## src/host_pkg.sv

```systemverilog
/* Host memory interface definitions */
`default_nettype none

package host_pkg;

	// Line and address widths
	localparam int ADDR_W = 58;
	localparam int LINE_W = 512;

	typedef logic [LINE_W-1:0] line_t;
	typedef logic [ADDR_W-1:0] addr_t;

	// Line offsets from the source pointer
	localparam addr_t HAND_OFFSET  = addr_t'(50331648 + 16384 - 1);
	localparam addr_t INPUT_OFFSET = HAND_OFFSET + addr_t'(1);

	// Handshake line fields
	localparam int TAG0_BIT = 480;
	localparam int TAG1_BIT = 482;
	localparam int BATCH_LO = 448;
	localparam int BATCH_W  = 10;

	// Completion code in the upper 32 bits of the done word
	localparam logic [31:0] DONE_CODE = 32'd16;

endpackage

`default_nettype wire

```

## src/wr_issue.sv

```systemverilog
/* Host write request generator */
`timescale 1ns/1ps
`default_nettype none

module wr_issue (
	input  wire                  CLK_400M,
	input  wire                  PresetEmpty,
	input  wire                  wr_almostfull,
	input  wire host_pkg::addr_t dst_base,
	input  wire host_pkg::addr_t hand_addr,
	input  wire                  data_go,
	input  wire                  fence_go,
	input  wire                  done_go,
	input  wire                  line_valid,
	input  wire host_pkg::line_t line_data,
	output logic                 line_pop,
	output logic                 wr_valid,
	output logic                 fence_valid,
	output host_pkg::addr_t      wr_addr,
	output host_pkg::line_t      wr_data,
	output logic                 op_done
);
	import host_pkg::*;

	logic  data_mode;
	logic  fence_pend;
	logic  done_pend;
	addr_t out_addr;

	// Fence and done word take priority over data lines
	assign line_pop = data_mode && line_valid && !wr_almostfull && !fence_pend && !done_pend;

	// ==================================================
	// Write payload and running address
	// ==================================================
	always_ff @(posedge CLK_400M) begin
		if (data_go)
			out_addr <= dst_base;
		else if (line_pop)
			out_addr <= out_addr + 1;
		if (!wr_almostfull) begin
			if (fence_pend) begin
				wr_addr <= out_addr;
			end else if (done_pend) begin
				wr_addr <= hand_addr;
				wr_data <= {DONE_CODE, {(LINE_W-32){1'b0}}};
			end else if (line_pop) begin
				wr_addr <= out_addr;
				wr_data <= line_data;
			end
		end
	end

	// ==================================================
	// Request pulses
	// ==================================================
	always_ff @(posedge CLK_400M or posedge PresetEmpty) begin
		if (PresetEmpty) begin
			data_mode   <= 1'b0;
			fence_pend  <= 1'b0;
			done_pend   <= 1'b0;
			wr_valid    <= 1'b0;
			fence_valid <= 1'b0;
			op_done     <= 1'b0;
		end else begin
			wr_valid    <= 1'b0;
			fence_valid <= 1'b0;
			op_done     <= 1'b0;
			if (data_go)
				data_mode <= 1'b1;
			if (fence_go) begin
				data_mode  <= 1'b0;
				fence_pend <= 1'b1;
			end
			if (done_go)
				done_pend <= 1'b1;
			if (!wr_almostfull) begin
				if (fence_pend) begin
					wr_valid    <= 1'b1;
					fence_valid <= 1'b1;
					fence_pend  <= 1'b0;
					op_done     <= 1'b1;
				end else if (done_pend) begin
					wr_valid  <= 1'b1;
					done_pend <= 1'b0;
					op_done   <= 1'b1;
				end else if (line_pop) begin
					wr_valid <= 1'b1;
				end
			end
		end
	end

endmodule

`default_nettype wire

```

## config.mk

```make
export PLATFORM = sky130hd
export DESIGN_NAME = wr_issue
export DESIGN_NICKNAME = d
export VERILOG_FILES = /design/src/host_pkg.sv /design/src/wr_issue.sv
export SDC_FILE = /design/constraint.sdc
export NUM_CORES = 1
export LEC_CHECK = 0
export BUFFER_PORTS_ARGS = -buffer_cell sky130_fd_sc_hd__buf_2
export CAP_MARGIN = 20
export CELL_PAD_IN_SITES_DETAIL_PLACEMENT = 1
export CELL_PAD_IN_SITES_GLOBAL_PLACEMENT = 2
export CORE_AREA = 2 2 468 470
export CTS_CLUSTER_DIAMETER = 30
export DETAILED_ROUTE_END_ITERATION = 7
export DIE_AREA = 0 0 470 472
export GPL_TIMING_DRIVEN = 0
export HOLD_SLACK_MARGIN = 0.02
export PLACE_DENSITY = 0.4
export SYNTH_ARGS = -nofsm -noshare
export SYNTH_HDL_FRONTEND = slang
export SYNTH_SLANG_ARGS = --single-unit
```

## constraint.sdc

```tcl
create_clock -name CLK_400M -period 107.1 [get_ports CLK_400M]
set_input_delay 5.355 -clock CLK_400M [delete_from_list [all_inputs] [get_ports CLK_400M]]
set_output_delay 5.355 -clock CLK_400M [all_outputs]
set_load 0.01 [all_outputs]
```

After elaboration in Yosys (flattened, before gate mapping)
Cells that the tools add are included.
{"block": "op_classes", "add_sub_neg": 1, "n_mux": 24, "n_bitwise": 2, "reduce_logical": 13}
{"operator": "512-bit two-way mux", "n": 1}
{"operator": "58-bit two-way mux", "n": 5}
{"operator": "58-bit by 1-bit adder with 58-bit output, second input constant", "n": 1}
{"operator": "1-bit two-way mux", "n": 18}
{"operator": "2-bit nonzero test", "n": 3}
{"operator": "1-bit logical AND", "n": 4}
{"operator": "1-bit logical NOT", "n": 3}
{"operator": "3-bit AND reduction", "n": 1}
{"operator": "3-bit nonzero test", "n": 1}
{"operator": "1-bit NOT", "n": 2}
{"operator": "2-bit AND reduction", "n": 1}
{"block": "totals", "regBits": 634, "input_bits": 635, "output_inout_bits": 574, "wordCells": 49}

Logic depth before layout (Yosys ltp)
{"block": "depth", "word_depth": 8, "depth_mapped": 6, "mapped_depth_nobuf": 6}

Worst setup path after synthesis
Ideal clock, no wire load.
{"block": "synth_path", "path_type": "input to register", "startpoint": "in wr_almostfull", "endpoint": "reg wr_data[0], enable pin", "setup_time_ns": 2.015, "t_arrival_ns": 39.901, "t_required_ns": 105.085, "path_slack_ns": 65.184, "stages": 1, "n_path_buf": 0, "cell_sequence": "nor3_1"}
{"block": "synth_via", "elab_chain_len": 6, "elab_cells_between_ends": 7, "classes_between": "1 x bitwise; 6 x reduce/logical"}
{"element": "from (decl)", "line": "wr_issue.sv:8", "rtl": "input wire wr_almostfull,"}
{"element": "1-bit logical NOT"}
{"element": "1-bit logical AND (3 in series)", "line": "wr_issue.sv:31", "rtl": "assign line_pop = data_mode && line_valid && !wr_almostfull && !fence_pend && !done_pend;"}
{"element": "2-bit nonzero test (no source line)"}
{"element": "3-bit AND reduction (no source line) *"}
{"element": "to (signal assigned)", "line": "wr_issue.sv:46", "rtl": "wr_data <= {DONE_CODE, {(LINE_W-32){1'b0}}};"}
{"element": "to (signal assigned)", "line": "wr_issue.sv:49", "rtl": "wr_data <= line_data;"}
{"element": "to (decl)", "line": "wr_issue.sv:20", "rtl": "output host_pkg::line_t wr_data,"}
Every way passes the cells marked *; elsewhere a longest branch is shown, timed or not.
A chain may end at the register's enable or synchronous reset.

Worst setup path after layout
{"block": "layout_path", "startpoint": "in wr_almostfull", "endpoint": "out line_pop"}
{"block": "layout_via", "elab_chain_len": 4}
{"element": "1-bit logical NOT"}
{"element": "1-bit logical AND (3 in series)", "line": "wr_issue.sv:31"}
{"element": "to (decl)", "line": "wr_issue.sv:16", "rtl": "output logic line_pop,"}
No other way between the ends.

==> results.md <==
- Mapped Area: about 0.025 sq mm
- Power Density: 23.8 mW/mm^2
- Area delta synth->final: 69.8%
- Yosys cell types: 39
- Mapped Cells: around 1.6k
- Starting Density: 0.116
- EDFF count, synth: approximately 630
- Initial detailed-routing violation count: 852
- Most common cell in the netlist: edfxtp_1
- Clock slew at reported path FFs: approximately 0.040 ns
- Slew HR: 0.335
- Post-synth top cells: edfxtp_1, nor2b_1, clkbuf_1, nand2_1, mux2_2
- Yosys warnings: 0
- Clock Skew: a little under 0.05 ns
- Fillers: between 20k and 25k
- RSZ-0062 raised after global routing: false
- First-pass GRT wire length: between 200000 and 250000 microns
- Final Non-Filler Cells: 6192
- Core area: between 0.2 and 0.25 sq mm
- Status: finished, final reports clean
- Die extent in x: ~470 microns
- Ys flop type: edfxtp_1
- Setup crit end kind: output port
- Global route total overflow: 0
- Util after Layout: 0.197
- Peak supply drop: about 0.000016 V
- Syn Area/Cell: around 15 sq um
- Critical Path Source Type: input pin
- Final setup margin: approximately 96 ns
- Sequential area share after synthesis: 0.755
- Die area: ~0.22 sq mm
- Via count: just over 20k
- Clk_lat worst skew: between 0.8 and 0.9 ns
- Detailed placement HPWL: about 130000 microns
- PortBufs: approximately 1.2k
- Fmax: around 87 MHz
- Largest net degree at the start of global routing: 40
- CP Class: in -> out
- Final Cycle Share: 0.108
- WP data required: 101.75 ns
- Vias in the first global route: 21.7k
- Routed wire length: roughly 150000 microns
- Worst hold path class: reg -> reg
- TritonCTS buffer count: 226
- CTS Hold Bufs: 0
- Synth top area cells: edfxtp_1, nor2b_1, mux2_2
- TNS Setup: 0 ns
- Endpoints failing setup: 0
- Ports: ~1.2k
- Pre-antenna DRT Iters: 4
- Final GP Congestion: about 0.87
- H-tree Lvls: 4
- Maximum fanout along the worst path: 8
- Clock root buffer: clkbuf_16
- Die H: about 470 microns
- Ratio of cells with drive above 1 in the final layout: 0.493
- Least-Margin Pin Slew: between 0.9 and 1 ns
- Final Critical Period: 11.56 ns
- Pins Over Slew Limit: 0
- Dpl cells: around 5.8k
- Avg Vias per Cell: 3.30
- Buffer levels on the longest clock path: 3
- Cell taking the most area after synthesis: edfxtp_1
- Rows: ~170
- Max_cap viols: 0
- Wire length per cell: 24.8 microns
- CTS tree: yes
- Sinks on Clock Net: 634
- NumNets Final: between 3k and 4k
- Synthesized Nets: ~2.3k
- Global Route Usage Sum: 0.134
- Async S/R FF share, synth: 0.00946
- Drc violations: 0
- Initial antenna violation count: 102
- CTS resizes: 0
- Leakage: 16.7 nW
- Post-DRT Antenna Nets: 0
- Pre-CTS setup slack: 95.54 ns
- Hold Violations, Final: 0
- Top cell type's share of synthesized area: 0.749
- Synth Register Bits: around 630
- Setup Buffers After CTS: 0
- CP arrival: 6.21 ns
## area by class of cell
cell class | count | area, sq um | share of cell area
Clock inverter | 143 | 1260 | 0.0294
Timing Repair Buffer | 1269 | 6820 | 0.160
Antenna cell | 15 | 37.5 | 0.000878
Inverter | 7 | 26.3 | 0.000615
Clock buffer | 278 | 5870 | 0.137
Tap cell | 2854 | 3570 | 0.0835
Multi-Input combinational cell | 910 | 5850 | 0.137
Sequential cell | 634 | 19000 | 0.445
Buffer | 82 | 312 | 0.00729
## cells in the final DEF, fill, tap and decap left out, types with 3 or more instances in the layout
master and n:
or4_1 9, bufinv_16 15, clkinv_1 77, buf_8 10, mux2_2 56, a221o_1 4
a21oi_1 4, nand3_1 27, inv_1 7, clkbuf_16 227, clkbuf_1 129, xnor2_1 18
xor2_1 21, clkinv_16 8, edfxtp_1 628, clkbuf_2 3, inv_16 3, nor3_1 15
dfrtp_1 6, nor2_1 36, a31oi_1 8, buf_6 45, o21ai_0 50, buf_16 3
nand2_1 74, diode_2 15, nor4_1 7, or3_1 8, nand4_1 25, nor2b_1 517
clkinv_2 37, buf_2 1208, and4_1 3
## critical path, cell delays in order
cell and delay (ns):
buf_2 0.16, nor4_1 0.44, buf_2 0.25
## power by group
group	total (mW)	internal [mW]	switching [mW]	leakage [nW]
logic	0.100	0.0364	0.0636	7.14
clock network	0.607	0.417	0.190	3.47
registers	0.309	0.300	0.00883	6.09
## logic make-up after synthesis
family                     Yosys count  share of synthesized area
muxes                               58                     0.0258
AOI/OAI and AO/OA                   74                     0.0167
DFF                                634                      0.755
buffers and inverters               89                     0.0134
xor gates and xnor gates            39                     0.0136
adders and majority gates            1                   0.000497
and+or+nand+nor                    738                      0.175
## stage by stage
step	power, mW	area [sq um]	hold slack (ns)
after floorplan	0.369	25200	0.489
after global placement	0.443	34800	0.520
after detailed placement	0.417	35600	0.551
after CTS	1.04	42700	0.560
after global routing	1.06	42700	0.584
final	1.02	42800	0.554
## path summary, 6_finish.rpt
check                          endpoint          start  slack (ns)  depth (start not counted)
min reg2reg                   data_mode      data_mode        0.55                          2
max reg2reg                wr_data[362]      done_pend      103.09                         17
max in group asynchronous    fence_pend    PresetEmpty      102.41                          2
min                           data_mode      data_mode        0.55                          2
max                            line_pop  wr_almostfull       95.54                          3
min in group asynchronous      wr_valid    PresetEmpty        4.47                          2
## flip-flops by register name, summed over array words and instances, names as in the netlist
name	cells
out_addr	58
fence_valid	1
wr_valid	1
fence_pend	1
data_mode	1
wr_addr	58
op_done	1
wr_data	512
done_pend	1
## metal layers
metal  track usage  part of all wire
met1         0.154              0.40
met2         0.215              0.46
met3        0.0734              0.12
met4        0.0344             0.022
met5             0            0.0029
Note: power is estimated with default switching activity, not from simulation.
