## src/host_pkg.sv

```systemverilog
/* Host memory interface definitions */
`default_nettype none

package host_pkg;

	// Line and address widths
	localparam int ADDR_W = 58;
	localparam int LINE_W = 512;

	typedef logic [LINE_W-1:0] line_t;
	typedef logic [ADDR_W-1:0] addr_t;

	// Line offsets from the source pointer
	localparam addr_t HAND_OFFSET  = addr_t'(50331648 + 16384 - 1);
	localparam addr_t INPUT_OFFSET = HAND_OFFSET + addr_t'(1);

	// Handshake line fields
	localparam int TAG0_BIT = 480;
	localparam int TAG1_BIT = 482;
	localparam int BATCH_LO = 448;
	localparam int BATCH_W  = 10;

	// Completion code in the upper 32 bits of the done word
	localparam logic [31:0] DONE_CODE = 32'd16;

endpackage

`default_nettype wire

```

## src/batch_pkg.sv

```systemverilog
/* Batch controller definitions */
`default_nettype none

package batch_pkg;

	// Each batch entry is fetched as this many lines
	localparam int LINES_PER_READ = 4;

	// Local read store
	localparam int BUF_DEPTH = 512;
	localparam int BUF_AW    = $clog2(BUF_DEPTH);
	localparam int PTR_W     = 12;

	typedef logic [PTR_W-1:0]             line_cnt_t;
	typedef logic [host_pkg::BATCH_W-1:0] batch_t;

	typedef enum logic [2:0] {
		IDLE,
		POLL,
		CHECK,
		LOAD,
		STREAM,
		OUTPUT,
		FENCE,
		DONE
	} state_t;

	// Kernel output buffering
	localparam int OUT_FIFO_DEPTH = 16;

endpackage

`default_nettype wire

```

## src/batch_ctrl.sv

```systemverilog
/* Batch sequencing FSM */
`timescale 1ns/1ps
`default_nettype none

module batch_ctrl (
	input  wire                  CLK_400M,
	input  wire                  PresetEmpty,
	input  wire                  core_start,
	input  wire                  rd_almostfull,
	input  wire                  rx_valid,
	input  wire host_pkg::line_t rx_data,
	input  wire host_pkg::addr_t src_ptr,
	input  wire                  filled,
	input  wire                  streamed,
	input  wire                  last_written,
	input  wire                  op_done,
	output logic                 rd_valid,
	output host_pkg::addr_t      rd_addr,
	output host_pkg::addr_t      hand_addr,
	output batch_pkg::line_cnt_t line_total,
	output logic                 fill_en,
	output logic                 stream_en,
	output logic                 fifo_clear,
	output logic                 data_go,
	output logic                 fence_go,
	output logic                 done_go
);
	import host_pkg::*;
	import batch_pkg::*;

	state_t    state;
	logic      parity;
	logic      tag_seen;
	batch_t    batch_size;
	line_cnt_t req_cnt;
	addr_t     load_addr;

	// ==================================================
	// Handshake line decode
	// ==================================================
	assign hand_addr  = src_ptr + HAND_OFFSET;
	assign load_addr  = src_ptr + INPUT_OFFSET + addr_t'(req_cnt);
	assign batch_size = rx_data[BATCH_LO +: BATCH_W];
	// Even batches wait on tag 0, odd ones on tag 1
	assign tag_seen   = parity ? rx_data[TAG1_BIT] : rx_data[TAG0_BIT];

	assign fill_en    = (state == LOAD);
	assign stream_en  = (state == STREAM);
	assign fifo_clear = !((state == STREAM) || (state == OUTPUT));

	// Read address follows the request that goes out with it
	always_ff @(posedge CLK_400M) begin
		rd_addr <= (state == POLL) ? hand_addr : load_addr;
	end

	// ==================================================
	// State sequence
	// ==================================================
	always_ff @(posedge CLK_400M or posedge PresetEmpty) begin
		if (PresetEmpty) begin
			state      <= IDLE;
			parity     <= 1'b0;
			req_cnt    <= '0;
			line_total <= '0;
			rd_valid   <= 1'b0;
			data_go    <= 1'b0;
			fence_go   <= 1'b0;
			done_go    <= 1'b0;
		end else begin
			rd_valid <= 1'b0;
			data_go  <= 1'b0;
			fence_go <= 1'b0;
			done_go  <= 1'b0;
			case (state)
				IDLE: begin
					if (core_start) begin
						parity <= 1'b0;
						state  <= POLL;
					end
				end
				POLL: begin
					if (!rd_almostfull) begin
						rd_valid <= 1'b1;
						state    <= CHECK;
					end
				end
				CHECK: begin
					if (rx_valid) begin
						if (tag_seen) begin
							line_total <= line_cnt_t'(batch_size) * line_cnt_t'(LINES_PER_READ);
							req_cnt    <= '0;
							parity     <= !parity;
							state      <= LOAD;
						end else begin
							state <= POLL;
						end
					end
				end
				LOAD: begin
					if (!rd_almostfull && (req_cnt != line_total)) begin
						rd_valid <= 1'b1;
						req_cnt  <= req_cnt + 1;
					end
					// All responses stored means all requests went out
					if (filled)
						state <= STREAM;
				end
				STREAM: begin
					if (streamed) begin
						data_go <= 1'b1;
						state   <= OUTPUT;
					end
				end
				OUTPUT: begin
					if (last_written) begin
						fence_go <= 1'b1;
						state    <= FENCE;
					end
				end
				FENCE: begin
					if (op_done) begin
						done_go <= 1'b1;
						state   <= DONE;
					end
				end
				DONE: begin
					if (op_done)
						state <= POLL;
				end
				default: state <= IDLE;
			endcase
		end
	end

endmodule

`default_nettype wire

```

## config.mk

```make
export PLATFORM = sky130hd
export DESIGN_NAME = batch_ctrl
export DESIGN_NICKNAME = d
export VERILOG_FILES = /design/src/host_pkg.sv /design/src/batch_pkg.sv /design/src/batch_ctrl.sv
export SDC_FILE = /design/constraint.sdc
export NUM_CORES = 1
export LEC_CHECK = 0
export BUFFER_PORTS_ARGS = -buffer_cell sky130_fd_sc_hd__buf_2
export CORE_AREA = 2 2 280 282
export DETAILED_ROUTE_END_ITERATION = 10
export DIE_AREA = 0 0 282 284
export PLACE_DENSITY = 0.4
export SLEW_MARGIN = 20
export SYNTH_ARGS = -nofsm -noshare
export SYNTH_HDL_FRONTEND = slang
export SYNTH_SLANG_ARGS = --single-unit
export TNS_END_PERCENT = 5
```

## constraint.sdc

```tcl
create_clock -name CLK_400M -period 7.3 [get_ports CLK_400M]
set_input_delay 0 -clock CLK_400M [delete_from_list [all_inputs] [get_ports CLK_400M]]
set_output_delay 0 -clock CLK_400M [all_outputs]
set_load 0.05 [all_outputs]
```

# Word level (Yosys, flattened, before mapping)

Index checks and enable logic that the tools add are counted.
W data, S select, Z words.

Add/sub/neg operators: 4
Equality and inequality tests: 18
Mux-type cells: 29
Reduce and logical (&&, ||, !) cells: 12

Operators with widths:

| cell                     | count |
|---|---|
| $add A58 B26 Y58 const B | 2 |
| $add A58 B12 Y58         | 1 |
| $mux W58                 | 1 |
| $mux W12                 | 3 |
| $mux W3                  | 8 |
| $pmux W12 S2             | 1 |
| $pmux W3 S8              | 1 |
| $ne A2 B2 Y1 const B     | 9 |
| $add A12 B1 Y12 const B  | 1 |
| $eq A3 B3 Y1 const B     | 4 |
| $mux W1                  | 12 |
| $ne A12 B12 Y1           | 1 |
| $reduce_and A4 Y1        | 2 |
| $reduce_and A8 Y1        | 1 |
| $eq A3 B2 Y1 const B     | 2 |
| $pmux W1 S2              | 2 |
| $reduce_bool A2 Y1       | 2 |
| $eq A3 B1 Y1 const B     | 1 |
| $logic_not A1 Y1         | 3 |
| $logic_not A3 Y1         | 1 |
| $reduce_and A3 Y1        | 1 |
| $mux W2                  | 1 |
| $ne A2 B1 Y1 const B     | 1 |
| $logic_and A1 B1 Y1      | 1 |
| $logic_or A1 B1 Y1       | 1 |

Word-level logic and storage cells: 72
Output and inout bits: 135
Register bits: 88

# Longest topological paths before layout

Depth in word-level cells: 4
Depth in mapped cells: 10
Gate-level depth less buffers: 9

# Worst setup path before layout

Ideal clock, no wire load.

Kind: input port to output port
From: input src_ptr[0]
To: output hand_addr[46]
Arrival: 2.619 ns
Required time: 7.300 ns
Stages: 9
Path slack: 4.681 ns
Path buffers: 1
Cell sequence: inv_1 > ha_1 > nor4b_1 > and4_1 > buf_2 > nor2_1 > a21oi_2 > nor3_1 > xor2_1

Word-level cells in the longest chain between the ends: 1

RTL lines:

| what             | line             | text |
|---|---|---|
| from (decl)      | batch_ctrl.sv:12 | `input wire host_pkg::addr_t src_ptr,` |
| $add A58 B26 Y58 | batch_ctrl.sv:41 | `assign hand_addr = src_ptr + HAND_OFFSET;` |
| to (decl)        | batch_ctrl.sv:19 | `output host_pkg::addr_t hand_addr,` |

Every way passes these cells.

# Worst setup path after layout

From: register req_cnt[0]
To: register rd_addr[38]

Word-level cells in the longest chain between the ends: 2

RTL lines:

| what                   | line              | text |
|---|---|---|
| from (decl)            | batch_ctrl.sv:35  | `line_cnt_t req_cnt;` |
| from (signal assigned) | batch_ctrl.sv:102 | `req_cnt <= req_cnt + 1;` |
| $add A58 B12 Y58       | batch_ctrl.sv:42  | `assign load_addr = src_ptr + INPUT_OFFSET + addr_t'(req_cnt);` |
| $mux W58               | batch_ctrl.sv:53  | `rd_addr <= (state == POLL) ? hand_addr : load_addr;` |
| to (signal assigned)   | batch_ctrl.sv:53  |  |
| to (decl)              | batch_ctrl.sv:18  | `output host_pkg::addr_t rd_addr,` |

Every way passes these cells.
A chain may end at the register's enable or synchronous reset.

==> metrics <==
Mapped Area 5866 um2; maximum vdd drop 0.0002621 V; gpl congestion 0.8381; Final Skew 0.008191 ns; Rows 102; number of clock buffers inserted by TritonCTS 9; Worst-path clk slew 0.08 ns; Final Routed Wirelength 33.53 mm; Worst setup EP type flip-flop; grt total ovfl 0; TritonCTS clock tree done; Avg Inst Size Synth 8.124 um2; final net count 1,570; die width 282 um; Placed Cells 1,940; max cap viols 0; HP Class input pin to flip-flop; final core utilization 0.1174; Longest Clk Path Bufs 2; layout cell share with drive strength beyond 1 0.2673; Fin. Hold Viols 0; Detailed Place HPWL 29.05 mm; CP required 7.63 ns; die span in y 284 um; post-synth top area cell dfxtp_1; global-route wire length before repair 46.31 mm; async set-reset flop share out of synthesis 0.3409; Crit Path Max Fanout 8; GRT Total Usage 0.08336; via/cell ratio 3.128; largest net degree at the start of global routing 31; Post-synth EDFFs 0; DRC Markers 0; H-tree Lvls 3; run status completed; IO Pins 714; Seq/Total Area, Yosys 0.3259; leakage power 3.577 nW; Setup Viol. Count Final 0; Synth Register Bits 88; Iteration-0 DRC Markers 537; Syn-to-layout area delta 54.01%; Slew headroom 0.5267; Synth Flop Type dfxtp_1; slowest stage cell, crit path dlygate4sd3_1; synthesized netlist cell count 722; Final period util 0.5083; Finished Layout Cells 2,023; 1st-pass router iterations 6; initial cell density of the core 0.07622; detailed-route via count 6,327; Wirelength per Cell 16.58 um; Core ar. 76,960 um2; crit-path max cell delay 0.56 ns; initial antenna violation count 17; hold path start src_ptr[26]; Final Power 2.664 mW; Port Buf Inserts 211; launch point of the worst reg-to-reg path req_cnt[0]; setup ws final 3.589 ns; later-pin clock latency in the skew report 0.38 ns; clock root buffer clkbuf_16; post_cts resized 0; most frequent cell after synthesis nor2_1; kind of critical path flip-flop to flip-flop; unrepaired setup endpoints after global routing false; Critical Path AT 4.04 ns; top post-synthesis cells by count 91 x nor2_1, 86 x nand2_1, 76 x xnor2_1; worst setup path start req_cnt[0]; Placement Setup Slack 4.061 ns; Slew Viols, Final 0; Critical path buffers and inverters 1; vias in the first global route 6,077; Die ar. 80,090 um2; worst slew pin tran 0.7007 ns; most used cell along the critical path a21oi_1; CP top delay family compound AO/OA/AOI/OAI gates; min cycle time layout 3.711 ns; ANT nets after route 0; CTS Sinks 88; Area contributors post-synth dfxtp_1 20%, dfrtp_1 13%, xnor2_1 11%; Synth cell types 67; startpoint types flip-flop; Yosys top cell area share 0.1980; Synthesis Warnings 0; final setup TNS 0 ns; critical-path cell list ha_1 -> fa_1 -> a21oi_1 -> nand4b_1 -> a21oi_1 -> o311ai_0 -> nand2_1 -> nand4_1 -> xnor2_1 -> dlygate4sd3_1; Fmax achieved 0.2695 GHz; power density cells 294.8 nW/um2
-- worst paths after layout --
path	endpoint	slack, ns	cells past startpoint
min in group asynchronous	line_total[4]	0.23	4
max reg2reg	rd_addr[38]	3.59	10
min	rd_addr[27]	0.03	3
min reg2reg	parity	0.55	2
max	rd_addr[38]	3.59	10
max in group asynchronous	req_cnt[5]	6.75	4
-- power by group --
part	switching, mW	internal (mW)
logic	0.965	0.426
clock network	0.256	0.239
registers	0.157	0.620
total	1.38	1.29
-- stage by stage --
stage	area, um2	hold WS (ns)
3_5_place_dp	8094	0.1158
2_1_floorplan	5869	0.09081
4_1_cts	9016	0.002847
5_1_grt	9029	0.03054
3_3_place_gp	8094	0.1223
6_report	9034	0.02933
-- metal layers --
layer,track usage,vias to the layer above,wire (um)
met5,0,-,89
met4,0.02021,14,525
met3,0.02388,44,2264
met2,0.1382,262,15910
met1,0.1054,3028,14740
li1,-,2979,-
-- cell type report --
cell class | instances | area (um2)
Antenna cell | 3 | 7.507
Timing Repair Buffer | 280 | 1734
Clock inverter | 7 | 66.31
Sequential cell | 88 | 1912
Clock buffer | 9 | 225.2
Multi-Input combinational cell | 585 | 3746
Inverter | 11 | 41.29
Tap cell | 1040 | 1301
Fill cell | 8963 | 67920
-- state kept, by name (all words and copies together) (netlist names) --
signal,flops
rd_valid,1
req_cnt,12
data_go,1
fence_go,1
done_go,1
rd_addr,58
line_total,10
state,3
parity,1
-- tightest hold or removal path, stage by stage --
cell     delay, ns
buf_2         0.16
nand2_1       0.09
xnor2_1       0.09
-- logic make-up (layout without fill, tap and decap cells) --
| logic type | count (synthesis) | count (layout) | synth area share |
|---|---|---|---|
| XOR/XNOR | 127 | 127 | 0.1896 |
| adder cells (fa/ha/maj) | 16 | 16 | 0.03541 |
| buffers and inverters | 50 | 307 | 0.03690 |
| other | 1 | 5 | 0.0006393 |
| multiplexers | 16 | 16 | 0.03178 |
| flip-flops | 88 | 88 | 0.3259 |
| AO/OA/AOI/OAI | 91 | 91 | 0.1007 |
| AND/OR/NAND/NOR | 333 | 333 | 0.2790 |
-- placed cells by master (no fill, tap or decap), drive strengths merged, types with 6 or more instances in the layout --
cell / n
buf: 216
nor2: 91
nand2: 87
xnor2: 76
dlygate4sd3: 64
dfxtp: 58
xor2: 51
nand3: 40
dfrtp: 30
a21oi: 28
nor3: 28
nand4: 24
o21ai: 24
ha: 15
inv: 14
nand2b: 12
mux2: 11
and3: 9
clkbuf: 9
and2: 8
and4: 6
a21o: 6
-- what timing repair did --
action                                 4_1_cts  5_1_grt
buffers inserted                             0        0
hold buffers                                63        1
endpoints found under the hold margin       90        1
(Power assumes the default switching activity.)
